`src/common/rgvid_macros.svh`:
```
/* Video geometry and memory address widths */
`ifndef RGVID_MACROS_SVH
`define RGVID_MACROS_SVH

// Horizontal geometry in pixels, visible area starts at hdump 0
`define RGV_HTOTAL    64
`define RGV_HVIS      48
`define RGV_HS_START  50
`define RGV_HS_END    54

// Vertical geometry in lines, visible area starts at vdump 0
`define RGV_VTOTAL    40
`define RGV_VVIS      32
`define RGV_VS_START  34
`define RGV_VS_END    37

// 32x32 tile map
`define RGV_VRAM_AW   10
// 4096 tile codes, 8 rows each
`define RGV_ROM_AW    15
`define RGV_PAL_AW    9

`endif

```
`src/common/rgvid_pkg.sv`:
```
/* Shared types for the arcade video pipeline:
   beam position, tile entries, layer pixels, palette words and final colour */
package rgvid_pkg;

    // Beam position as shown by the video timer
    typedef struct packed {
        logic [8:0] hdump;
        logic [7:0] vdump;
    } beam_t;

    // Fix layer tile entry fields
    typedef struct packed {
        logic [ 3:0] pal;
        logic [11:0] code;
    } fix_fields_t;

    // One VRAM word, seen by the CPU as raw data and by the tilemap as fields
    typedef union packed {
        logic [15:0] raw;
        fix_fields_t f;
    } fix_entry_u;

    // Layer pixel, col of zero is transparent
    typedef struct packed {
        logic [3:0] pal;
        logic [3:0] col;
    } layer_pxl_t;

    // Palette RAM index, upper half of the RAM belongs to objects
    typedef struct packed {
        logic       obj;
        layer_pxl_t pxl;
    } pal_idx_t;

    // Palette word as written by the CPU
    typedef struct packed {
        logic       spare;
        logic [4:0] blue;
        logic [4:0] green;
        logic [4:0] red;
    } pal_entry_t;

    typedef struct packed {
        logic [7:0] red;
        logic [7:0] green;
        logic [7:0] blue;
    } rgb_t;

endpackage

```
`src/rtl/rgvid_colmix.sv`:
```
/* Colour mixer: picks the fix or the object pixel by transparency
   and priority, and forms the palette index */
`timescale 1ns/10ps

module rgvid_colmix(
    input  rgvid_pkg::layer_pxl_t fix_pxl,
    input  rgvid_pkg::layer_pxl_t obj_pxl,
    input  logic                  pri,
    output rgvid_pkg::pal_idx_t   pix_idx
);

    logic fix_opaque;
    logic obj_opaque;
    logic obj_wins;

    assign fix_opaque = fix_pxl.col != 4'd0;
    assign obj_opaque = obj_pxl.col != 4'd0;

    // Objects cover fix when pri is high or fix is see-through
    assign obj_wins = obj_opaque && (pri || !fix_opaque);

    always_comb begin
        pix_idx = '0;
        if (obj_wins) begin
            pix_idx.obj = 1'b1;
            pix_idx.pxl = obj_pxl;
        end else if (fix_opaque) begin
            pix_idx.obj = 1'b0;
            pix_idx.pxl = fix_pxl;
        end
        // Both transparent falls back to palette entry 0
    end

endmodule

```
`config.mk`:
```
export PLATFORM = sky130hd
export DESIGN_NAME = rgvid_colmix
export DESIGN_NICKNAME = d
export VERILOG_FILES = /design/src/common/rgvid_macros.svh /design/src/common/rgvid_pkg.sv /design/src/rtl/rgvid_colmix.sv
export SDC_FILE = /design/constraint.sdc
export NUM_CORES = 1
export LEC_CHECK = 0
export BUFFER_PORTS_ARGS = -buffer_cell sky130_fd_sc_hd__clkbuf_2
export CAP_MARGIN = 25
export CORE_AREA = 2 2 39 41
export DETAILED_ROUTE_END_ITERATION = 10
export DIE_AREA = 0 0 41 43
export GPL_TIMING_DRIVEN = 0
export PLACE_DENSITY = 0.47
export SYNTH_ARGS = -nofsm -noshare
export SYNTH_HDL_FRONTEND = slang
export SYNTH_SLANG_ARGS = --single-unit
```
`constraint.sdc`:
```
create_clock -name vclk -period 2.08
set_input_delay 0 -clock vclk [all_inputs]
set_output_delay 0 -clock vclk [all_outputs]
set_load 0.1 [all_outputs]
```
==> impl_metrics.tcl, run 1 <==
set metrics [dict create \
    routed_via_density 4.138 \
    cp.arrival_ns 1.51 \
    layoutNonFillerInstCount 58 \
    grt_busiest_layer "met2" \
    crit_buf_inv 2 \
    cts_resized 0 \
    crit_fanout 5 \
    cts_setup_buffers 0 \
    io_buffers 26 \
    first_global_vias 225 \
    max_slew_margin_pct 63.60 \
    finalSetupTns_ns 0 \
    antennaDiodeCount 0 \
    grt_max_degree 6 \
    final_common_cell "clkbuf_2" \
    wl_um 555 \
    crit_slowest_cell "o41ai_2" \
    ys_seq_area_share_pct 0 \
    antenna_found_initial 0 \
    overflow 0 \
    post-route-drc-count 0 \
    slew_violations 0 \
    yosys_warnings 0 \
    fillers 162 \
    dieArea_mm2 0.001763 \
    setup_viol 0 \
    cap_violations 0 \
    ys_types 10 \
    cpMostUsedCell "clkbuf_2" \
    avgSynthCellArea_um2 9.149 \
    first_pass_iters 1 \
    post-route-period-util_pct 72.76 \
    drive_gt1_share_pct 78.57 \
    dieHeight_um 43 \
    grt_util_met3_pct 0.5236 \
    dp.cells 58 \
    grt_usage_pct 6.494 \
    power_density_mw_per_mm2 600.8 \
    ir_worst_vdd_mv 0.1479 \
    routedWlPerCell_um 9.569 \
    fmax_ghz 0.6608 \
    min_period_ns 1.513 \
    required_ns 2.08 \
    grt_setup_unrepaired "false" \
    coreArea_mm2 0.001384 \
    critPathLaunchType "input pin" \
    area_growth_pct 102.6 \
    path_class "in -> out" \
    nFlopsAndLatches 0 \
    tightest_slew_ns 0.5401 \
    p_leak_nw 0.1719 \
    multi_input_area_um2 135.1 \
    max_stage_delay_ns 0.58 \
    cts_hold_buf 0 \
    ant_nets 0 \
    grtUsageMet1_pct 7.911 \
    finalPower_mw 0.1781 \
    synth_nets 33 \
    chipWidth_um 41 \
    pin_count 26 \
    initial_core_util_pct 10.58 \
    row_count 14 \
    num-clock-buffers 0 \
    status "finished clean" \
    hpwl_um 514.1 \
    vias 240 \
    grt_pass1_wl_um 869 \
    cp_top_family "compound AO/OA/AOI/OAI gates" \
    regArea_um2 0 \
    final_cell_mix "clkbuf_2, a22o_1, a22o_2" \
    syn_area_um2 146.4 \
    worstPathCellList "clkbuf_2 -> o41ai_2 -> and2_4 -> a22o_2 -> clkbuf_2" \
    drtIter0Drc 0 \
    final_core_util_pct 21.43 \
    holdCritPathClass "in -> out" \
    timing.hold.ws_ns 0.6216 \
    gp_congestion 0.6463 \
    fin_nets 61 \
    endpoint_kind "primary output" \
    finalHoldViolations 0 \
    grt_use_met2_pct 12.19 \
    netlist_instances 16 \
]
==> power breakdown <==
part           switching, mW  internal (mW)
clock network              0              0
logic                  0.140         0.0386
registers                  0              0
total                  0.140         0.0386
==> per-layer routing <==
layer	vias to the layer above	routed length (um)
met4	0	0
met5	-	0
met3	0	54
li1	122	-
met1	105	220
met2	13	279
==> cell families (layout without fill, tap and decap cells) <==
family / Yosys count / in the layout / share of synthesized area [%]
AOI/OAI and AO/OA: 10 / 10 / 71.80
and+or+nand+nor: 4 / 4 / 20.51
buffers and inverters: 2 / 28 / 7.692
==> metrics by stage <==
stage | setup WS [ns] | instance area [um2]
after detailed placement | 0.5652 | 296.5
after CTS | 0.5583 | 296.5
after global placement | 0.5881 | 296.5
after floorplan | 0.5518 | 146.4
after global routing | 0.4715 | 296.5
final | 0.5666 | 296.5
==> cells in the mapped netlist <==
cell	n	area [um2]
buf_4	1	7.510
a21oi_4	1	16.27
o41ai_2	1	16.27
a22o_1	6	52.55
or4_4	1	11.26
inv_1	1	3.750
nand2_1	1	3.750
a22o_2	2	20.02
nor4_1	1	6.260
and2_4	1	8.760
==> path summary, 6_finish.rpt <==
| check | from | end | slack, ns | cells after the start |
|---|---|---|---|---|
| max | obj_pxl[0] | pix_idx[7] | 0.57 | 5 |
| min | fix_pxl[6] | pix_idx[6] | 0.62 | 3 |
==> cell type report <==
| class | count | share of cell area, % |
|---|---|---|
| Buffer | 1 | 2.532 |
| Inverter | 1 | 1.266 |
| Multi-Input combinational cell | 14 | 45.57 |
| Tap cell | 16 | 6.751 |
| Timing Repair Buffer | 26 | 43.88 |
(Power assumes the default switching activity.)
==> run 2, diff against run 1 <==
Settings changed: ABC_AREA set to 1, PLACE_DENSITY 0.47 to 0.51.
Clock period 2.08 ns to 1.55 ns, I/O delays scaled along.
==> impl_metrics.tcl, run 2 <==
set metrics [dict create \
    status "finished clean" \
    cp.arrival_ns 1.31 \
    worstHoldStart "fix_pxl[1]" \
    p_leak_nw 0.2244 \
    required_ns 1.55 \
    grt_usage_pct 7.792 \
    finalPower_mw 0.2512 \
    io_buffers 26 \
    synth_top_cell_area_share_pct 32.90 \
    power_density_mw_per_mm2 730.0 \
    path_class "in -> out" \
    vias 316 \
    max_stage_delay_ns 0.44 \
    first_global_vias 257 \
    final_common_cell "clkbuf_2" \
    routed_via_density 3.901 \
    synth_xor_area_share_pct 0 \
    synth.top_cells.by_count "nand2_1, nand3_1, a21boi_0, nor2_1" \
    yosys_warnings 0 \
    fillers 162 \
    drtIter0Drc 0 \
    min_period_ns 1.312 \
    worstPathCellList "clkbuf_2 -> nor2_1 -> nand2_2 -> nand2_4 -> nand2_4 -> inv_1 -> buf_4 -> clkbuf_2" \
    antennaDiodeCount 0 \
    muxShareOfSynthArea_pct 0 \
    pin_count 26 \
    grt_setup_unrepaired "false" \
    drive_gt1_share_pct 47.69 \
    crit_slowest_cell "clkbuf_2" \
    crit_fanout 9 \
    grt_max_degree 10 \
    grt_pass1_wl_um 1028 \
    chipWidth_um 41 \
    nFlopsAndLatches 0 \
    dieArea_mm2 0.001763 \
    netlist_instances 39 \
    holdPathEnd "pix_idx[1]" \
    wl_um 640 \
    endpoint_kind "primary output" \
    post-route-drc-count 0 \
    synthTopCellsByArea "nand2_1, nand3_1, a21boi_0" \
    dieHeight_um 43 \
    coreArea_mm2 0.001384 \
    area_growth_pct 77.42 \
    row_count 14 \
    cp_top_family "buffers and inverters" \
    slew_violations 0 \
    setup_viol 0 \
    cts_resized 0 \
    max_slew_margin_pct 64.24 \
    synth_nets 56 \
    cts_hold_buf 0 \
    first_pass_iters 1 \
    holdCritPathClass "in -> out" \
    tightest_slew_ns 0.5386 \
    yosys.area_share.simple_pct 76.77 \
    synth_top_area_cell "nand2_1" \
    critPathLaunchType "input pin" \
    holdPathStages 4 \
    final_core_util_pct 24.86 \
    ys_types 8 \
    final_cell_mix "clkbuf_2, nand2_1, nand3_1" \
    crit_buf_inv 4 \
    avgSynthCellArea_um2 4.973 \
    ys_seq_area_share_pct 0 \
    regArea_um2 0 \
    yosysMostFrequentCell "nand2_1" \
    fin_nets 84 \
    fmax_ghz 0.7621 \
    yosys.area_share.adder_pct 0 \
    initial_core_util_pct 14.01 \
    ant_nets 0 \
    finalHoldViolations 0 \
    ir_worst_vdd_mv 0.2595 \
    gp_congestion 0.6649 \
    synth_top_family_by_area "simple AND/OR/NAND/NOR gates" \
    overflow 0 \
    antenna_found_initial 0 \
    cap_violations 0 \
    num-clock-buffers 0 \
    synth-compound-area-share_pct 15.48 \
    finalSetupTns_ns 0 \
    cts_setup_buffers 0 \
    syn_area_um2 193.9 \
    routedWlPerCell_um 7.901 \
    post-route-period-util_pct 84.66 \
]
==> run 2: cell count changes in the layout (fill, tap and decap cells not counted), moves of 2 or more <==
cell	change
a21boi_0	+4
a22o_1	-6
nand2_1	+16
nand2_4	+2
a22o_2	-2
nor2_1	+4
nand2_2	+2
nand3_1	+7
==> run 2: cell families after synthesis <==
| logic type | Yosys count |
|---|---|
| AND/OR/NAND/NOR | 32 |
| AO/OA/AOI/OAI | 4 |
| buffers and inverters | 3 |
==> run 2: worst max path at each step <==
stage,start,endpoint,slack (ns),cells past startpoint
6_report,fix_pxl[0],pix_idx[8],0.24,8
2_1_floorplan,fix_pxl[0],pix_idx[1],0.42,5
5_1_grt,fix_pxl[1],pix_idx[8],0.09,8
3_3_place_gp,fix_pxl[0],pix_idx[8],0.23,8
4_1_cts,fix_pxl[0],pix_idx[8],0.23,8
3_5_place_dp,fix_pxl[0],pix_idx[8],0.23,8
==> run 2: report_power, final <==
group          switching (mW)  internal, mW  total [mW]
clock                       0             0           0
combinational           0.204        0.0474       0.251
sequential                  0             0           0
total                   0.204        0.0474       0.251
==> run 2: layer usage <==
layer  track usage (%)  part of all wire (%)
met1             11.71                    44
met2             12.81                    48
met3                 0                   8.1
met4                 0                     0
met5                 0                     0
==> run 2: cell type report <==
class              count  area, um2  share of cell area, %
multi-input cells     36      178.9                  52.00
repair buffers        26      130.1                  37.82
well taps             16      20.02                  5.818
plain buffers          1      7.507                  2.182
inverters              2      7.507                  2.182
==> run 2: per-stage QoR <==
step / cell area [um2] / setup WS, ns / hold WS, ns / std cells
2_1_floorplan: 193.9 / 0.4232 / 0.5058 / 39
3_3_place_gp: 344.1 / 0.2338 / 0.5439 / 81
3_5_place_dp: 344.1 / 0.2277 / 0.5420 / 81
4_1_cts: 344.1 / 0.2270 / 0.5431 / 81
5_1_grt: 344.1 / 0.08916 / 0.5705 / 81
6_report: 344.1 / 0.2378 / 0.5407 / 81
