`src/common/rgvid_macros.svh`:
```
/* Video geometry and memory address widths */
`ifndef RGVID_MACROS_SVH
`define RGVID_MACROS_SVH

// Horizontal geometry in pixels, visible area starts at hdump 0
`define RGV_HTOTAL    64
`define RGV_HVIS      48
`define RGV_HS_START  50
`define RGV_HS_END    54

// Vertical geometry in lines, visible area starts at vdump 0
`define RGV_VTOTAL    40
`define RGV_VVIS      32
`define RGV_VS_START  34
`define RGV_VS_END    37

// 32x32 tile map
`define RGV_VRAM_AW   10
// 4096 tile codes, 8 rows each
`define RGV_ROM_AW    15
`define RGV_PAL_AW    9

`endif

```
`src/common/rgvid_pkg.sv`:
```
/* Shared types for the arcade video pipeline:
   beam position, tile entries, layer pixels, palette words and final colour */
package rgvid_pkg;

    // Beam position as shown by the video timer
    typedef struct packed {
        logic [8:0] hdump;
        logic [7:0] vdump;
    } beam_t;

    // Fix layer tile entry fields
    typedef struct packed {
        logic [ 3:0] pal;
        logic [11:0] code;
    } fix_fields_t;

    // One VRAM word, seen by the CPU as raw data and by the tilemap as fields
    typedef union packed {
        logic [15:0] raw;
        fix_fields_t f;
    } fix_entry_u;

    // Layer pixel, col of zero is transparent
    typedef struct packed {
        logic [3:0] pal;
        logic [3:0] col;
    } layer_pxl_t;

    // Palette RAM index, upper half of the RAM belongs to objects
    typedef struct packed {
        logic       obj;
        layer_pxl_t pxl;
    } pal_idx_t;

    // Palette word as written by the CPU
    typedef struct packed {
        logic       spare;
        logic [4:0] blue;
        logic [4:0] green;
        logic [4:0] red;
    } pal_entry_t;

    typedef struct packed {
        logic [7:0] red;
        logic [7:0] green;
        logic [7:0] blue;
    } rgb_t;

endpackage

```
`src/rtl/rgvid_vtimer.sv`:
```
/* Video timer: pixel and line counters with blanking and sync levels */
`timescale 1ns/10ps
`include "rgvid_macros.svh"

module rgvid_vtimer(
    input  logic             clk,
    input  logic             reset,
    input  logic             pxl_cen,
    output rgvid_pkg::beam_t beam,
    output logic             lhbl,
    output logic             lvbl,
    output logic             hs,
    output logic             vs
);
    import rgvid_pkg::*;

    beam_t nxt;
    logic  line_end;
    logic  frame_end;

    assign line_end  = beam.hdump == 9'(`RGV_HTOTAL - 1);
    assign frame_end = beam.vdump == 8'(`RGV_VTOTAL - 1);

    // Position after the next pixel tick
    always_comb begin
        nxt = beam;
        if (line_end) begin
            nxt.hdump = 9'd0;
            if (frame_end) begin
                nxt.vdump = 8'd0;
            end else begin
                nxt.vdump = beam.vdump + 8'd1;
            end
        end else begin
            nxt.hdump = beam.hdump + 9'd1;
        end
    end

    // Levels come from the next position so they change together with beam
    always_ff @(posedge clk) begin
        if (reset) begin
            // Start one tile before the frame end so the first tile is fetched in time
            beam.hdump <= 9'(`RGV_HTOTAL - 8);
            beam.vdump <= 8'(`RGV_VTOTAL - 1);
            lhbl       <= 1'b0;
            lvbl       <= 1'b0;
            hs         <= 1'b0;
            vs         <= 1'b0;
        end else if (pxl_cen) begin
            beam <= nxt;
            lhbl <= nxt.hdump < 9'(`RGV_HVIS);
            lvbl <= nxt.vdump < 8'(`RGV_VVIS);
            hs   <= nxt.hdump >= 9'(`RGV_HS_START) && nxt.hdump < 9'(`RGV_HS_END);
            vs   <= nxt.vdump >= 8'(`RGV_VS_START) && nxt.vdump < 8'(`RGV_VS_END);
        end
    end

endmodule

```
`config.mk`:
```
export PLATFORM = sky130hd
export DESIGN_NAME = rgvid_vtimer
export DESIGN_NICKNAME = d
export VERILOG_FILES = /design/src/common/rgvid_pkg.sv /design/src/rtl/rgvid_vtimer.sv
export VERILOG_INCLUDE_DIRS = /design/src /design/src/common
export SDC_FILE = /design/constraint.sdc
export NUM_CORES = 1
export LEC_CHECK = 0
export BUFFER_PORTS_ARGS = -buffer_cell sky130_fd_sc_hd__buf_2
export CORE_MARGIN = 1.5
export CORE_UTILIZATION = 58
export CTS_BUF_LIST = sky130_fd_sc_hd__clkbuf_4 sky130_fd_sc_hd__clkbuf_8 sky130_fd_sc_hd__clkbuf_16
export DETAILED_ROUTE_END_ITERATION = 12
export PLACE_DENSITY_LB_ADDON = 0.15
export RECOVER_POWER = 25
export SLEW_MARGIN = 20
export SYNTH_ARGS = -nofsm -noshare
export SYNTH_HDL_FRONTEND = slang
export SYNTH_SLANG_ARGS = --single-unit
```
`constraint.sdc`:
```
create_clock -name clk -period 3.15 [get_ports clk]
set_clock_uncertainty 0.05 [all_clocks]
set_input_delay 0.1575 -clock clk [delete_from_list [all_inputs] [get_ports clk]]
set_output_delay 0.1575 -clock clk [all_outputs]
set_load 0.05 [all_outputs]
```
==> results.md, run 1 <==
* Run status: finished clean
* Die Ht at 49.17 um
* Min cycle time layout at 2.350 ns
* Hold-fix buffers, CTS at 0
* Top cell type's share of synthesized area at 0.3401
* Gpl congestion at 0.9232
* Min-delay worst type: in2reg
* Kind of end point of the critical path: register
* Synth top area cells: dfxtp_1 34%, nor2_1 6.4%, xnor2_1 5.0%
* Cell area power density at 324.9 nW/um2
* Area leader, netlist: dfxtp_1
* Register bit count reported by yosys at 21
* Vias at 1166
* WL final at 2.635 mm
* Maxcap violations at 0
* Chip width at 49.17 um
* Syn Inst Count at 148
* Post-Synth Simple-Gate Area at 0.3330
* Worst-case clock buffer depth at 2
* Router iterations before antenna repair at 4
* Antenna violations before repair at 0
* Post-layout net count at 174
* H-tree Lvls at 1
* Maximum net fanout on the critical path at 10
* Total CTS buffers at 3
* Later-pin clock latency in the skew report at 0.30 ns
* Main combinational cell family by area after synthesis: simple AND/OR/NAND/NOR gates
* Congestion Overflow GR at 0
* Fmax at 425.5 MHz
* Ys Warns at 0
* Largest net degree at the start of global routing at 23
* Routed Antenna Nets at 0
* RSZ-0062 raised after global routing: false
* Share of the yosys chip area belonging to registers at 0.3401
* Worst slew pin tran at 0.6019 ns
* Root Buffer: clkbuf_4
* Cell Chain, Critical Path: ha_1 > and4_1 > nand3_4 > or3b_4 > a221oi_2 > a32o_1
* Layout Cells excl Fill at 195
* First-pass GRT wire length at 4.485 mm
* Cell family with most CP delay: simple AND/OR/NAND/NOR gates
* Post-Synth Adder-Cell Area at 0.02024
* CP peak stage delay at 0.46 ns
* Average size of a mapped cell at 8.353 um2
* CTS tree: done
* Critical path's slowest cell: and4_1
* Area delta synth->final at 11.34%
* Fill cell count at 182
* Mux contribution to synthesized area at 0.04049
* DRT iter0 DRCs at 30
* Antenna diode count at 0
* Netlist Area Pre-Place at 1236 um2
* WP data required at 3.36 ns
* Top cells by count, synth: 21 x dfxtp_1, 21 x nor2_1, 11 x nand2_1, 7 x xnor2_1
* Period utilization at 0.7460
* Post-CTS setup buffer count at 0
* Inst Count DP at 191
* Top FF cell, synth: dfxtp_1
* Unique masters post-synth at 44
* Core region area at 1982 um2
* Buf+Inv Stages, Crit Path at 0
* Die footprint at 2417 um2
* Total GRT Usage at 0.2344
* Max Slew Vio Count at 0
* HPWL after DPL at 1.867 mm
* CP arrival at 2.56 ns
* Vias in the first global route at 1025
* Peak VDD IR at 0.2462 mV
* Share of cells above drive strength 1 at 0.1607
* Vias per Instance at 5.979
* P_leak at 0.5617 nW
* Row cnt at 16
* Mapped Nets at 153
* Clock sinks at 21
* Post-synth EDFFs at 0
* WL per Instance at 13.51 um
* Count of final setup violators at 0
* Initial Utilization at 0.6237
* Compound-Gate Fraction of Synth Area at 0.1670
* Reg clk slew, reported paths at 0.11 ns
* Final setup TNS at 0 ns
* IO Port Bufs at 23
* Critical path type: reg2reg
* Slew Limit Headroom at 0.6005
* Ys async rst share at 0
* Synth Area in XOR/XNOR at 0.07085
* Post_cts resized at 0
* Final Hold Viols at 0
* Critical Path Source Type: register
* Io pins at 24
* DRC at 0
-- layer usage --
metal | vias to the layer above | GRT usage | part of all wire
li1 | 576 | - | -
met1 | 550 | 0.3268 | 0.47
met2 | 38 | 0.3604 | 0.47
met3 | 2 | 0.03681 | 0.059
met4 | 0 | 0.09524 | 0.0038
met5 | - | 0 | 0
-- power by group --
group          switching (mW)  total, mW  internal (mW)  leakage (nW)
Clock                  0.0809      0.139         0.0581        0.0184
Combinational          0.0256     0.0365         0.0109         0.373
Sequential            0.00386      0.272          0.268         0.170
-- metrics by stage --
step / hold slack [ns] / instance area, um2 / utilization / total power, mW / setup WS [ns]
after global routing: 0.1816 / 1376 / 0.6944 / 0.4701 / 0.6296
final: 0.1658 / 1376 / 0.6944 / 0.4472 / 0.8000
after global placement: 0.3998 / 1358 / 0.6850 / 0.3129 / 0.9494
after floorplan: 0.2885 / 1236 / - / 0.3059 / 0.6870
after CTS: 0.1687 / 1388 / 0.7001 / 0.4527 / 0.7943
after detailed placement: 0.4032 / 1358 / 0.6850 / 0.3144 / 0.8324
-- worst paths after layout --
path / depth (start not counted) / from / end / slack [ns]
setup / recovery: 6 / beam[8] / vs / 0.80
hold / removal: 2 / reset / beam[7] / 0.17
setup reg to reg: 6 / beam[8] / vs / 0.80
hold reg to reg: 1 / lvbl / lvbl / 0.43
-- cells in the final DEF (no fill, tap or decap), types with 3 or more instances in the layout --
master    instances
nand3_1           4
xor2_1            3
nand4_1           5
a21oi_1           4
and3_1            4
xnor2_1           7
o21ai_0           6
dfxtp_1          21
nor2_1           21
nor3_1            5
nor2b_1           3
nand2_1          11
clkbuf_1          9
a31oi_1           3
clkbuf_4          4
and2_1            3
buf_2            14
nand2b_1          3
mux2i_1           5
-- flip-flops by register name, summed over array words and instances (netlist names) --
| register | count |
|---|---|
| lvbl | 1 |
| lhbl | 1 |
| hs | 1 |
| vs | 1 |
| beam | 17 |
-- layout make-up --
| cell class | instances | area (um2) | area share |
|---|---|---|---|
| clock buffers | 4 | 30.03 | 0.02182 |
| inverters | 2 | 7.507 | 0.005455 |
| multi-input cells | 118 | 780.7 | 0.5673 |
| flip-flops and latches | 21 | 420.4 | 0.3055 |
| well taps | 27 | 33.78 | 0.02455 |
| repair buffers | 23 | 103.9 | 0.07545 |
-- cells by family (layout without fill, tap and decap cells) --
logic type / Yosys count / in the layout
and+or+nand+nor: 73 / 73
DFF: 21 / 21
buffers and inverters: 9 / 29
AOI/OAI and AO/OA: 28 / 28
muxes: 5 / 5
adders and majority gates: 2 / 2
xor gates and xnor gates: 10 / 10
Note: power is estimated with default switching activity, not from simulation.
==> run 2, diff against run 1 <==
Settings changed: CORE_UTILIZATION 58 to 54.
Clock period 3.15 ns to 2.35 ns, I/O delays scaled along.
==> run 2 against run 1 <==
  * Worst hold slack worse by 0.025 ns
  * Cell area grew 1.5%
  * Sequential power grew 34%
  * Fmax rose by 8.5%
  * Critical path type unchanged
==> results.md, run 2 (same netlist as run 1, synthesis figures left out) <==
* Run status: finished clean
* Later-pin clock latency in the skew report at 0.30 ns
* Routed Antenna Nets at 0
* Min cycle time layout at 2.167 ns
* CTS tree: done
* Congestion Overflow GR at 0
* Gpl congestion at 0.8185
* Min-delay worst type: in2reg
* Antenna violations before repair at 0
* Die footprint at 2585 um2
* Endpoint, Worst Hold: beam[14]
* First-pass GRT wire length at 4.609 mm
* Chip width at 50.85 um
* Worst-case clock buffer depth at 2
* WP data required at 2.56 ns
* IO Port Bufs at 23
* Inst Count DP at 194
* Final setup TNS at 0 ns
* Antenna diode count at 0
* Worst hold slack at 0.1410 ns
* Power, Total at 0.6001 mW
* Critical path type: reg2reg
* Share of cells above drive strength 1 at 0.1882
* Slew Limit Headroom at 0.6021
* Maximum net fanout on the critical path at 7
* Die Ht at 50.85 um
* DRC at 0
* Kind of end point of the critical path: register
* Reg clk slew, reported paths at 0.11 ns
* HPWL after DPL at 1.980 mm
* Total CTS buffers at 3
* Row cnt at 17
* Final Hold Viols at 0
* Hold Startpoint: reset
* Fill cell count at 208
* Peak VDD IR at 0.4162 mV
* WL final at 2.713 mm
* Max Slew Vio Count at 0
* Multi-input gate area at 780.7 um2
* Clock sinks at 21
* Total GRT Usage at 0.2302
* Most common cell after layout, fill and taps aside: nor2_1
* Router iterations before antenna repair at 4
* Count of final setup violators at 0
* Post_cts resized at 0
* Vias at 1178
* Reg-to-reg slack, setup at 0.18 ns
* RR Startpoint: beam[8]
* Largest net degree at the start of global routing at 23
* DRT iter0 DRCs at 13
* Vias per Instance at 5.949
* Post-layout net count at 176
* Vias in the first global route at 1017
* R2R cell count at 6
* RR Endpoint: vs
* Root Buffer: clkbuf_4
* Area delta synth->final at 12.96%
* Cell area power density at 429.8 nW/um2
* Period utilization at 0.9220
* Biggest register: beam
* Critical Path Source Type: register
* Fin util at 0.6374
* WL per Instance at 13.70 um
* Maxcap violations at 0
* Core region area at 2191 um2
* Layout Cells excl Fill at 198
* Fmax at 461.5 MHz
* Hold Path Stages at 2
* Commonest non-fill, non-tap cells in the layout: 21 x nor2_1, 19 x dfxtp_1, 15 x buf_2
* Reg area at 422.9 um2
* Hold-fix buffers, CTS at 0
* RSZ-0062 raised after global routing: false
* Max reg flops at 17
* Io pins at 24
* CP arrival at 2.37 ns
* P_leak at 0.5739 nW
* Worst slew pin tran at 0.5995 ns
* Post-CTS setup buffer count at 0
* H-tree Lvls at 1
* Initial Utilization at 0.5642
==> run 2: changes by cell type in the layout (fill, tap and decap cells not counted) <==
cell,previous run,this run
dfxtp_2,0,2
clkbuf_1,9,8
dfxtp_1,21,19
buf_2,14,15
buf_4,0,2
==> run 2: area by class of cell <==
class / instances / share of cell area
multi-input combinational: 118 / 0.5591
tap: 28 / 0.02509
timing repair buffer: 25 / 0.08602
clock buffer: 4 / 0.02151
sequential: 21 / 0.3029
inverter: 2 / 0.005376
==> run 2: per-layer routing <==
metal  part of all wire  vias to the layer above  track usage
li1                   -                      583            -
met1               0.49                      560       0.3142
met2               0.46                       30       0.3706
met3              0.034                        5      0.02632
met4              0.017                        0      0.09459
met5                  0                        -            0
==> run 2: critical path: stages (launching register included) <==
cell and delay [ns]:
dfxtp_2 0.40, ha_1 0.30, and4_1 0.36, nand3_4 0.11
or3b_4 0.43, a221oi_2 0.28, a32o_1 0.19
==> run 2: how the worst max path moves through the flow <==
| stage | from | endpoint | slack, ns | cells after the start |
|---|---|---|---|---|
| final | beam[8] | vs | 0.18 | 6 |
| after global routing | beam[8] | lvbl | 0.07 | 6 |
| after CTS | beam[8] | vs | 0.18 | 6 |
| after detailed placement | beam[8] | vs | 0.21 | 6 |
| after global placement | beam[8] | vs | 0.30 | 6 |
| after floorplan | beam[8] | vs | 0.11 | 7 |
==> run 2: stage by stage <==
stage                     setup WS (ns)  area, um2
after global placement           0.3039       1376
after global routing            0.06541       1396
after floorplan                  0.1063       1239
final                            0.1834       1396
after CTS                        0.1827       1406
after detailed placement         0.2139       1376
==> run 2: report_power, final <==
| group | internal (mW) | switching (mW) |
|---|---|---|
| clock | 0.0778 | 0.110 |
| sequential | 0.360 | 0.00525 |
| combinational | 0.0140 | 0.0335 |
