<file path="src/common/rgvid_macros.svh">
/* Video geometry and memory address widths */
`ifndef RGVID_MACROS_SVH
`define RGVID_MACROS_SVH

// Horizontal geometry in pixels, visible area starts at hdump 0
`define RGV_HTOTAL    64
`define RGV_HVIS      48
`define RGV_HS_START  50
`define RGV_HS_END    54

// Vertical geometry in lines, visible area starts at vdump 0
`define RGV_VTOTAL    40
`define RGV_VVIS      32
`define RGV_VS_START  34
`define RGV_VS_END    37

// 32x32 tile map
`define RGV_VRAM_AW   10
// 4096 tile codes, 8 rows each
`define RGV_ROM_AW    15
`define RGV_PAL_AW    9

`endif

</file>
<file path="src/common/rgvid_pkg.sv">
/* Shared types for the arcade video pipeline:
   beam position, tile entries, layer pixels, palette words and final colour */
package rgvid_pkg;

    // Beam position as shown by the video timer
    typedef struct packed {
        logic [8:0] hdump;
        logic [7:0] vdump;
    } beam_t;

    // Fix layer tile entry fields
    typedef struct packed {
        logic [ 3:0] pal;
        logic [11:0] code;
    } fix_fields_t;

    // One VRAM word, seen by the CPU as raw data and by the tilemap as fields
    typedef union packed {
        logic [15:0] raw;
        fix_fields_t f;
    } fix_entry_u;

    // Layer pixel, col of zero is transparent
    typedef struct packed {
        logic [3:0] pal;
        logic [3:0] col;
    } layer_pxl_t;

    // Palette RAM index, upper half of the RAM belongs to objects
    typedef struct packed {
        logic       obj;
        layer_pxl_t pxl;
    } pal_idx_t;

    // Palette word as written by the CPU
    typedef struct packed {
        logic       spare;
        logic [4:0] blue;
        logic [4:0] green;
        logic [4:0] red;
    } pal_entry_t;

    typedef struct packed {
        logic [7:0] red;
        logic [7:0] green;
        logic [7:0] blue;
    } rgb_t;

endpackage

</file>
<file path="src/fix/rgvid_fix_tilemap.sv">
/* Fix layer tilemap: fetches the next tile entry and row,
   then shifts out 4-bit pixels, most significant nibble first */
`timescale 1ns/10ps
`include "rgvid_macros.svh"

module rgvid_fix_tilemap(
    input  logic                     clk,
    input  logic                     reset,
    input  logic                     pxl_cen,
    input  rgvid_pkg::beam_t         beam,
    output logic [`RGV_VRAM_AW-1:0]  vram_addr,
    input  rgvid_pkg::fix_entry_u    vram_dout,
    output logic [`RGV_ROM_AW-1:0]   fix_addr,
    input  logic [31:0]              fix_data,
    output rgvid_pkg::layer_pxl_t    fix_pxl
);
    import rgvid_pkg::*;

    localparam logic [2:0] STEP_VRAM  = 3'd2;
    localparam logic [2:0] STEP_ROM   = 3'd4;
    localparam logic [2:0] STEP_LATCH = 3'd6;
    localparam logic [2:0] STEP_LOAD  = 3'd7;

    logic [ 2:0] phase;
    logic [ 9:0] ahead_h;
    logic [ 8:0] fetch_h;
    logic [ 7:0] fetch_v;
    fix_entry_u  entry;
    logic [31:0] rom_word;
    logic [31:0] shift;
    logic [ 3:0] cur_pal;

    assign phase   = beam.hdump[2:0];
    assign ahead_h = {1'b0, beam.hdump} + 10'd8;

    // Position one tile ahead, wrapping into the next line
    always_comb begin
        if (ahead_h >= 10'(`RGV_HTOTAL)) begin
            fetch_h = 9'(ahead_h - 10'(`RGV_HTOTAL));
            if (beam.vdump == 8'(`RGV_VTOTAL - 1)) begin
                fetch_v = 8'd0;
            end else begin
                fetch_v = beam.vdump + 8'd1;
            end
        end else begin
            fetch_h = ahead_h[8:0];
            fetch_v = beam.vdump;
        end
    end

    // Fetch sequencer for the next tile
    always_ff @(posedge clk) begin
        if (reset) begin
            vram_addr <= '0;
            fix_addr  <= '0;
        end else if (pxl_cen) begin
            if (phase == STEP_VRAM) begin
                // Row then column of the 32x32 map
                vram_addr <= {fetch_v[7:3], fetch_h[7:3]};
            end
            if (phase == STEP_ROM) begin
                fix_addr <= {vram_dout.f.code, fetch_v[2:0]};
            end
        end
    end

    // Staged entry and ROM word wait here while the current tile shifts
    always_ff @(posedge clk) begin
        if (pxl_cen) begin
            if (phase == STEP_ROM) begin
                entry <= vram_dout;
            end
            if (phase == STEP_LATCH) begin
                rom_word <= fix_data;
            end
        end
    end

    // Pixel shifter, loaded at the tile boundary
    always_ff @(posedge clk) begin
        if (pxl_cen) begin
            if (phase == STEP_LOAD) begin
                shift   <= rom_word;
                cur_pal <= entry.f.pal;
            end else begin
                shift <= {shift[27:0], 4'd0};
            end
        end
    end

    // Output register, pixel h is shown while the beam is at h+1
    always_ff @(posedge clk) begin
        if (reset) begin
            fix_pxl <= '0;
        end else if (pxl_cen) begin
            fix_pxl.pal <= cur_pal;
            fix_pxl.col <= shift[31:28];
        end
    end

endmodule

</file>
<file path="config.mk">
export PLATFORM = sky130hd
export DESIGN_NAME = rgvid_fix_tilemap
export DESIGN_NICKNAME = d
export VERILOG_FILES = /design/src/common/rgvid_pkg.sv /design/src/fix/rgvid_fix_tilemap.sv
export VERILOG_INCLUDE_DIRS = /design/src /design/src/common
export SDC_FILE = /design/constraint.sdc
export NUM_CORES = 1
export LEC_CHECK = 0
export ABC_AREA = 1
export BUFFER_PORTS_ARGS = -buffer_cell sky130_fd_sc_hd__buf_2
export CELL_PAD_IN_SITES_DETAIL_PLACEMENT = 0
export CELL_PAD_IN_SITES_GLOBAL_PLACEMENT = 1
export CORE_MARGIN = 4
export CORE_UTILIZATION = 35
export DETAILED_ROUTE_END_ITERATION = 7
export HOLD_SLACK_MARGIN = 0.02
export MAX_ROUTING_LAYER = met4
export PLACE_DENSITY_LB_ADDON = 0.12
export SLEW_MARGIN = 20
export SYNTH_ARGS = -nofsm -noshare
export SYNTH_HDL_FRONTEND = slang
export SYNTH_SLANG_ARGS = --single-unit
</file>
<file path="constraint.sdc">
create_clock -name clk -period 3.2 [get_ports clk]
set_clock_uncertainty 0.2 [all_clocks]
set_input_delay 0.32 -clock clk [delete_from_list [all_inputs] [get_ports clk]]
set_output_delay 0.32 -clock clk [all_outputs]
set_load 0.005 [all_outputs]
</file>
==> reports/qor.txt, run 1 <==
Unique masters post-synth = 28
drt pass-1 iters = 5
final period utilization = 68.1%
clk_lat worst skew = 0.33 ns
Worst R2R Path Depth = 1
CTS HTree Levels = 3
Power Dens Cells = 490 nW/um2
Final Non-Filler Cells = 666
NumNets Final = 592
Worst Hold Depth = 2
Hold Crit Endpoint = vram_addr[0]
port buffer count = 100
Max-Cap Viols = 0
Reg2Reg Setup Slack = 2.05 ns
Die ar. = 14,000 um2
Mapped Cells = 368
largest net degree at the start of global routing = 42
fraction of layout cells with a size suffix above 1 = 30.4%
Hold Path Class = input port to flip-flop
Post-DP HPWL = 5890 um
final hold vios = 0
setup TNS = 0 ns
register area share after synthesis = 66.4%
Fill cells = 1,062
# clock sinks = 105
fin crit period = 2.18 ns
Post-Syn Nets = 440
unrepaired setup endpoints after global routing = no
peak supply drop = 0.000366 V
hold_sp = beam[11]
R2R Path End = shift[27]
Die Y = 118 um
Syn. warnings = 0
via/cell ratio = 4.59
# IOs = 101
CP Max Fanout = 9
# setup viols final = 0
Global Route Usage Sum = 13.3%
global route overflow = 0
Static Leakage = 2.43 nW
RR Startpoint = rom_word[27]
via count = 3,058
startpoint type of the worst setup path = input port
type of the worst setup path = input port to flip-flop
Power Total = 0.00277 W
Root Driver = clkbuf_16
total wire length = 8830 um
vias in the first global route = 2,975
#FFs+latches synth = 105
critical path's slowest cell = nor2_2
CP Cell Sequence = buf_2 > ha_1 > nand3_1 > xnor2_1 > inv_1 > ha_1 > nand2_1 > inv_1 > nand3_1 > nor2_1 > nor2_2 > nand4_1 > nand2_1 > nand2_1 > a21oi_1
residual DRC count = 0
first-pass GRT wire length = 14,700 um
post-route ant nets = 0
Final Max Tran Viols = 0
Cells after DPL = 604
row count = 39
synth-to-layout area growth = 33.1%
Initial Util = 36.5%
crit-path max cell delay = 0.31 ns
normalized max-slew margin = 38.3%
clk slew on worst S/H paths = 0.07 ns
Fmax = 459 MHz
core area = 11,700 um2
GPL Wtd Cong = 0.778
CTS buffer count = 9
CTS tree = done
WL/cell = 13.3 um
DR iter-0 viols = 178
initial antenna violation count = 0
crit path capture type = flip-flop
Post-Syn Area per Cell = 11.6 um2
CTS Buffer Depth = 2
Die Wd = 118 um
synthesized area = 4250 um2
postcts setup bufs = 0
Worst Path Required = 3.26 ns
worst slew pin tran = 0.923 ns
worst endpoint data arrival time = 2.24 ns
status = completed
n_diodes = 0
Most common cell on crit path = nand2_1
-- placed cells by master, fill, tap and decap left out, types with 3 or more instances in the layout --
cell type | netlist | final
xor2_1 | 4 | 4
o21ai_0 | 24 | 24
clkbuf_16 | 0 | 9
nand4_1 | 10 | 10
buf_4 | 2 | 5
inv_1 | 30 | 30
edfxtp_1 | 72 | 72
ha_1 | 4 | 4
buf_2 | 5 | 100
dlygate4sd3_1 | 0 | 48
nand2_2 | 3 | 3
mux2_2 | 28 | 28
dfxtp_1 | 33 | 33
nor2_1 | 70 | 69
nand3_1 | 12 | 11
a21oi_1 | 8 | 8
nand2_1 | 46 | 46
-- report_power, final --
group / switching, W / internal, W / total (W)
sequential: 0.0000160 / 0.00151 / 0.00153
clock: 0.000455 / 0.000522 / 0.000977
combinational: 0.000129 / 0.000135 / 0.000264
total: 0.000600 / 0.00217 / 0.00277
-- metrics by stage --
step / setup WS (ns) / utilization [%] / cell area (um2) / hold slack, ns
4_1_cts: 1.02 / 48.5 / 5660 / 0.0708
5_1_grt: 0.720 / 48.5 / 5660 / 0.0996
2_1_floorplan: 0.656 / - / 4250 / 0.200
6_report: 1.02 / 48.5 / 5660 / 0.0841
3_5_place_dp: 0.663 / 42.2 / 4920 / 0.205
3_3_place_gp: 0.763 / 42.2 / 4920 / 0.203
-- cells in the mapped netlist --
| cell type | instances | share of area, % |
|---|---|---|
| o21ai_1 | 1 | 0.12 |
| nand4_4 | 1 | 0.50 |
| clkbuf_1 | 4 | 0.35 |
| nand3_1 | 12 | 1.4 |
| dfxtp_1 | 33 | 16 |
| nor2_2 | 1 | 0.15 |
| a21oi_1 | 8 | 0.94 |
| nand3b_1 | 1 | 0.18 |
| inv_1 | 30 | 2.6 |
| ha_1 | 4 | 1.2 |
| nor3_2 | 1 | 0.24 |
| mux2_2 | 28 | 7.4 |
| nand2_2 | 3 | 0.44 |
| buf_4 | 2 | 0.35 |
| nand2_4 | 1 | 0.26 |
| nand4_1 | 10 | 1.5 |
| nand3_4 | 1 | 0.41 |
| nor2_1 | 70 | 6.2 |
| o21ai_0 | 24 | 2.8 |
| xor2_1 | 4 | 0.82 |
| nor3_1 | 2 | 0.24 |
| buf_6 | 1 | 0.26 |
| xnor2_1 | 1 | 0.21 |
| nor2_4 | 1 | 0.26 |
| buf_2 | 5 | 0.59 |
| inv_2 | 1 | 0.088 |
| nand2_1 | 46 | 4.1 |
| edfxtp_1 | 72 | 51 |
-- flip-flops by register name, summed over array words and instances (netlist names) --
name	flops
cur_pal	4
entry	4
fix_addr	15
fix_pxl	8
rom_word	32
shift	32
vram_addr	10
-- timing repair --
item | CTS | global route
hold buffers | 48 | 0
resized for setup | 0 | 0
hold endpoints to repair | 48 | 0
-- per-layer routing --
metal / GRT usage (%) / up-vias / wire length, um
met2: 21.5 / 81 / 4300
met4: 3.96 / 0 / 97
met5: - / - / 0
li1: - / 1551 / -
met3: 3.96 / 8 / 500
met1: 16.2 / 1418 / 3930
-- logic make-up (layout without fill, tap and decap cells) --
group | Yosys count | in the layout | share of synthesized area, %
XOR/XNOR | 5 | 5 | 1.03
flip-flops | 105 | 105 | 66.4
buffers and inverters | 43 | 198 | 4.30
adder cells (fa/ha/maj) | 4 | 4 | 1.18
multiplexers | 28 | 28 | 7.42
AND/OR/NAND/NOR | 150 | 150 | 15.8
AO/OA/AOI/OAI | 33 | 33 | 3.88
-- worst max-delay path by stage --
stage	end	from	slack, ns
2_1_floorplan	rom_word[0]	pxl_cen	0.66
3_3_place_gp	vram_addr[5]	beam[11]	0.76
3_5_place_dp	vram_addr[6]	beam[11]	0.66
4_1_cts	vram_addr[6]	beam[11]	1.02
5_1_grt	vram_addr[6]	beam[11]	0.72
6_report	vram_addr[6]	beam[11]	1.02
-- cell type report --
| type | instances | area, um2 | area share [%] |
|---|---|---|---|
| Clock buffer | 10 | 229 | 4.05 |
| Clock inverter | 4 | 30.0 | 0.531 |
| Inverter | 31 | 116 | 2.06 |
| Multi-Input combinational cell | 220 | 1260 | 22.3 |
| Sequential cell | 105 | 2820 | 49.9 |
| Tap cell | 143 | 179 | 3.16 |
| Timing Repair Buffer | 153 | 1020 | 18.0 |
-- worst max-delay path, delay by kind of cell --
family | cells | cell delay, ns
xor gates and xnor gates | 1 | 0.20
AOI/OAI and AO/OA | 1 | 0.12
buffers and inverters | 3 | 0.29
adders and majority gates | 2 | 0.41
and+or+nand+nor | 8 | 0.91
Note: power is estimated with default switching activity, not from simulation.
==> run 2: changes to the inputs <==
- ABC_AREA: 1 -> 0
- clock period: 3.2 -> 2.2 ns (I/O delays scaled with it)
==> run 2 against run 1 <==
Effect of this change:
- sequential share of layout area shrank 0.32 points
- combinational power grew 42%
- die area shrank 4.4%
- global-route usage is essentially flat
- largest cell class unchanged
- largest power group unchanged
- first-iteration DRC count shrank 28%
==> reports/qor.txt, run 2 <==
hold_sp = beam[11]
Syn. warnings = 0
via count = 2,759
Post-Syn Area per Cell = 14.0 um2
pre-CTS WS = -0.295 ns
NumNets Final = 531
residual DRC count = 0
Synth Flop Type = edfxtp_1
top flop regs = rom_word: 32 flops, shift: 32 flops, fix_addr: 15 flops
synth-to-layout area growth = 40.6%
number of synthesized flops with an enable pin = 72
unrepaired setup endpoints after global routing = yes
setup TNS = 0 ns
CP Max Fanout = 14
drt pass-1 iters = 4
clk_lat worst skew = 0.34 ns
crit path capture type = flip-flop
Yosys top cell area share = 53.4%
fin crit period = 2.14 ns
WL/cell = 13.7 um
final hold vios = 0
worst endpoint data arrival time = 2.19 ns
Cells after DPL = 535
type of the worst setup path = input port to flip-flop
DR iter-0 viols = 129
Unique masters post-synth = 36
Power Dens Cells = 707 nW/um2
GPL Wtd Cong = 0.725
Initial Util = 35.6%
peak supply drop = 0.000588 V
area leader, netlist = edfxtp_1
# clock sinks = 105
row count = 39
setup ws final = 0.0630 ns
first-pass GRT wire length = 13,200 um
Die Y = 116 um
vias in the first global route = 2,700
top post-synthesis cells by area = edfxtp_1 53%, dfxtp_1 16%, mux2_2 7.8%
Mapped Cells = 289
Post-DP HPWL = 5480 um
final period utilization = 97.1%
register area share after synthesis = 69.7%
core area = 11,400 um2
Synth top cells by count = 72 x edfxtp_1, 33 x dfxtp_1, 30 x nand2_1, 28 x mux2_2, 23 x nor2_1
CTS HTree Levels = 3
synthesized area = 4050 um2
Fmax = 468 MHz
most frequent cells in the layout = 99 x buf_2, 72 x edfxtp_1, 56 x dlygate4sd3_1, 33 x dfxtp_1, 30 x nand2_1
Worst Setup SP = beam[11]
Root Driver = clkbuf_16
Global Route Usage Sum = 13.3%
initial antenna violation count = 0
total wire length = 8340 um
Worst Path Required = 2.26 ns
CTS tree = done
Reg2Reg Setup Slack = 1.09 ns
# IOs = 101
CTS buffer count = 9
most common cell after layout, fill and taps aside = buf_2
n_diodes = 0
fraction of layout cells with a size suffix above 1 = 36.6%
port buffer count = 100
ys async rst share = 0%
Fill cells = 1,026
count leader, synth = edfxtp_1
Hold Path Class = input port to flip-flop
via/cell ratio = 4.55
post-route ant nets = 0
clk slew on worst S/H paths = 0.07 ns
CTS Buffer Depth = 2
Power Total = 0.00402 W
startpoint type of the worst setup path = input port
Post-Syn Nets = 361
status = completed
Die Wd = 116 um
normalized max-slew margin = 56.4%
Max-Cap Viols = 0
RR Startpoint = shift[5]
Final Max Tran Viols = 0
Static Leakage = 2.24 nW
Final Non-Filler Cells = 607
largest net degree at the start of global routing = 34
Die ar. = 13,400 um2
global route overflow = 0
#FFs+latches synth = 105
worst slew pin tran = 0.654 ns
# setup viols final = 0
## run 2: cell types whose count changed in the layout (fill, tap and decap cells not counted), sizes merged, moves of 12 or more
cell   previous run  this run
buf             105       117
inv              33         4
nand2            50        30
nor2             72        23
o21ai            25         6
## run 2: report_power, final
group | internal, W | switching (W) | total (W) | leakage (nW)
clock | 0.000759 | 0.000673 | 0.00143 | 0.124
sequential | 0.00220 | 0.0000230 | 0.00222 | 0.952
combinational | 0.000219 | 0.000155 | 0.000374 | 1.16
## run 2: worst max-delay path, stage by stage
cell      delay (ns)
buf_2           0.14
ha_4            0.16
nand3_2         0.10
xnor2_2         0.15
ha_1            0.19
and4_1          0.20
o211a_4         0.29
or3b_2          0.49
a311oi_2        0.26
## run 2: timing repair
action                                 CTS  global route
setup endpoints to repair                0             2
buffers inserted                         0             1
hold buffers                            56             0
gates resized for setup                  0             5
endpoints found under the hold margin   56             0
## run 2: layout make-up
type | instances | area (um2) | share of cell area [%]
clock buffers | 10 | 229 | 4.02
well taps | 143 | 179 | 3.14
flip-flops and latches | 105 | 2820 | 49.6
multi-input cells | 166 | 1200 | 21.1
inverters | 4 | 15.0 | 0.264
repair buffers | 173 | 1220 | 21.4
clock inverters | 6 | 33.8 | 0.593
## run 2: per-layer routing
layer	vias to the layer above	global-route usage, %	share of wire (%)
li1	1400	-	-
met1	1278	16.0	45
met2	72	21.5	48
met3	9	3.97	5.9
met4	0	4.69	1.0
met5	-	-	0
## run 2: cell families (layout without fill, tap and decap cells)
family          after synthesis  count (layout)  share of synthesized area (%)
simple gates                 85              85                           10.4
xor+xnor                      4               4                          0.865
mux                          38              38                           10.3
compound gates               35              35                           5.81
flops                       105             105                           69.7
buf+inv                      18             193                           1.79
fa+ha+maj                     4               4                           1.24
## run 2: final timing paths
path,to,cells after the start
max,fix_addr[1],9
min,vram_addr[0],3
max reg2reg,shift[9],1
min reg2reg,cur_pal[0],0
## run 2: per-stage QoR
| stage | cell area, um2 | hold WS, ns | utilization, % |
|---|---|---|---|
| CTS | 5680 | 0.0219 | 49.9 |
| global placement | 4850 | 0.197 | 42.7 |
| global route | 5700 | 0.0548 | 50.1 |
| detailed placement | 4850 | 0.198 | 42.7 |
| finish | 5700 | 0.0368 | 50.1 |
| floorplan | 4080 | 0.116 | - |
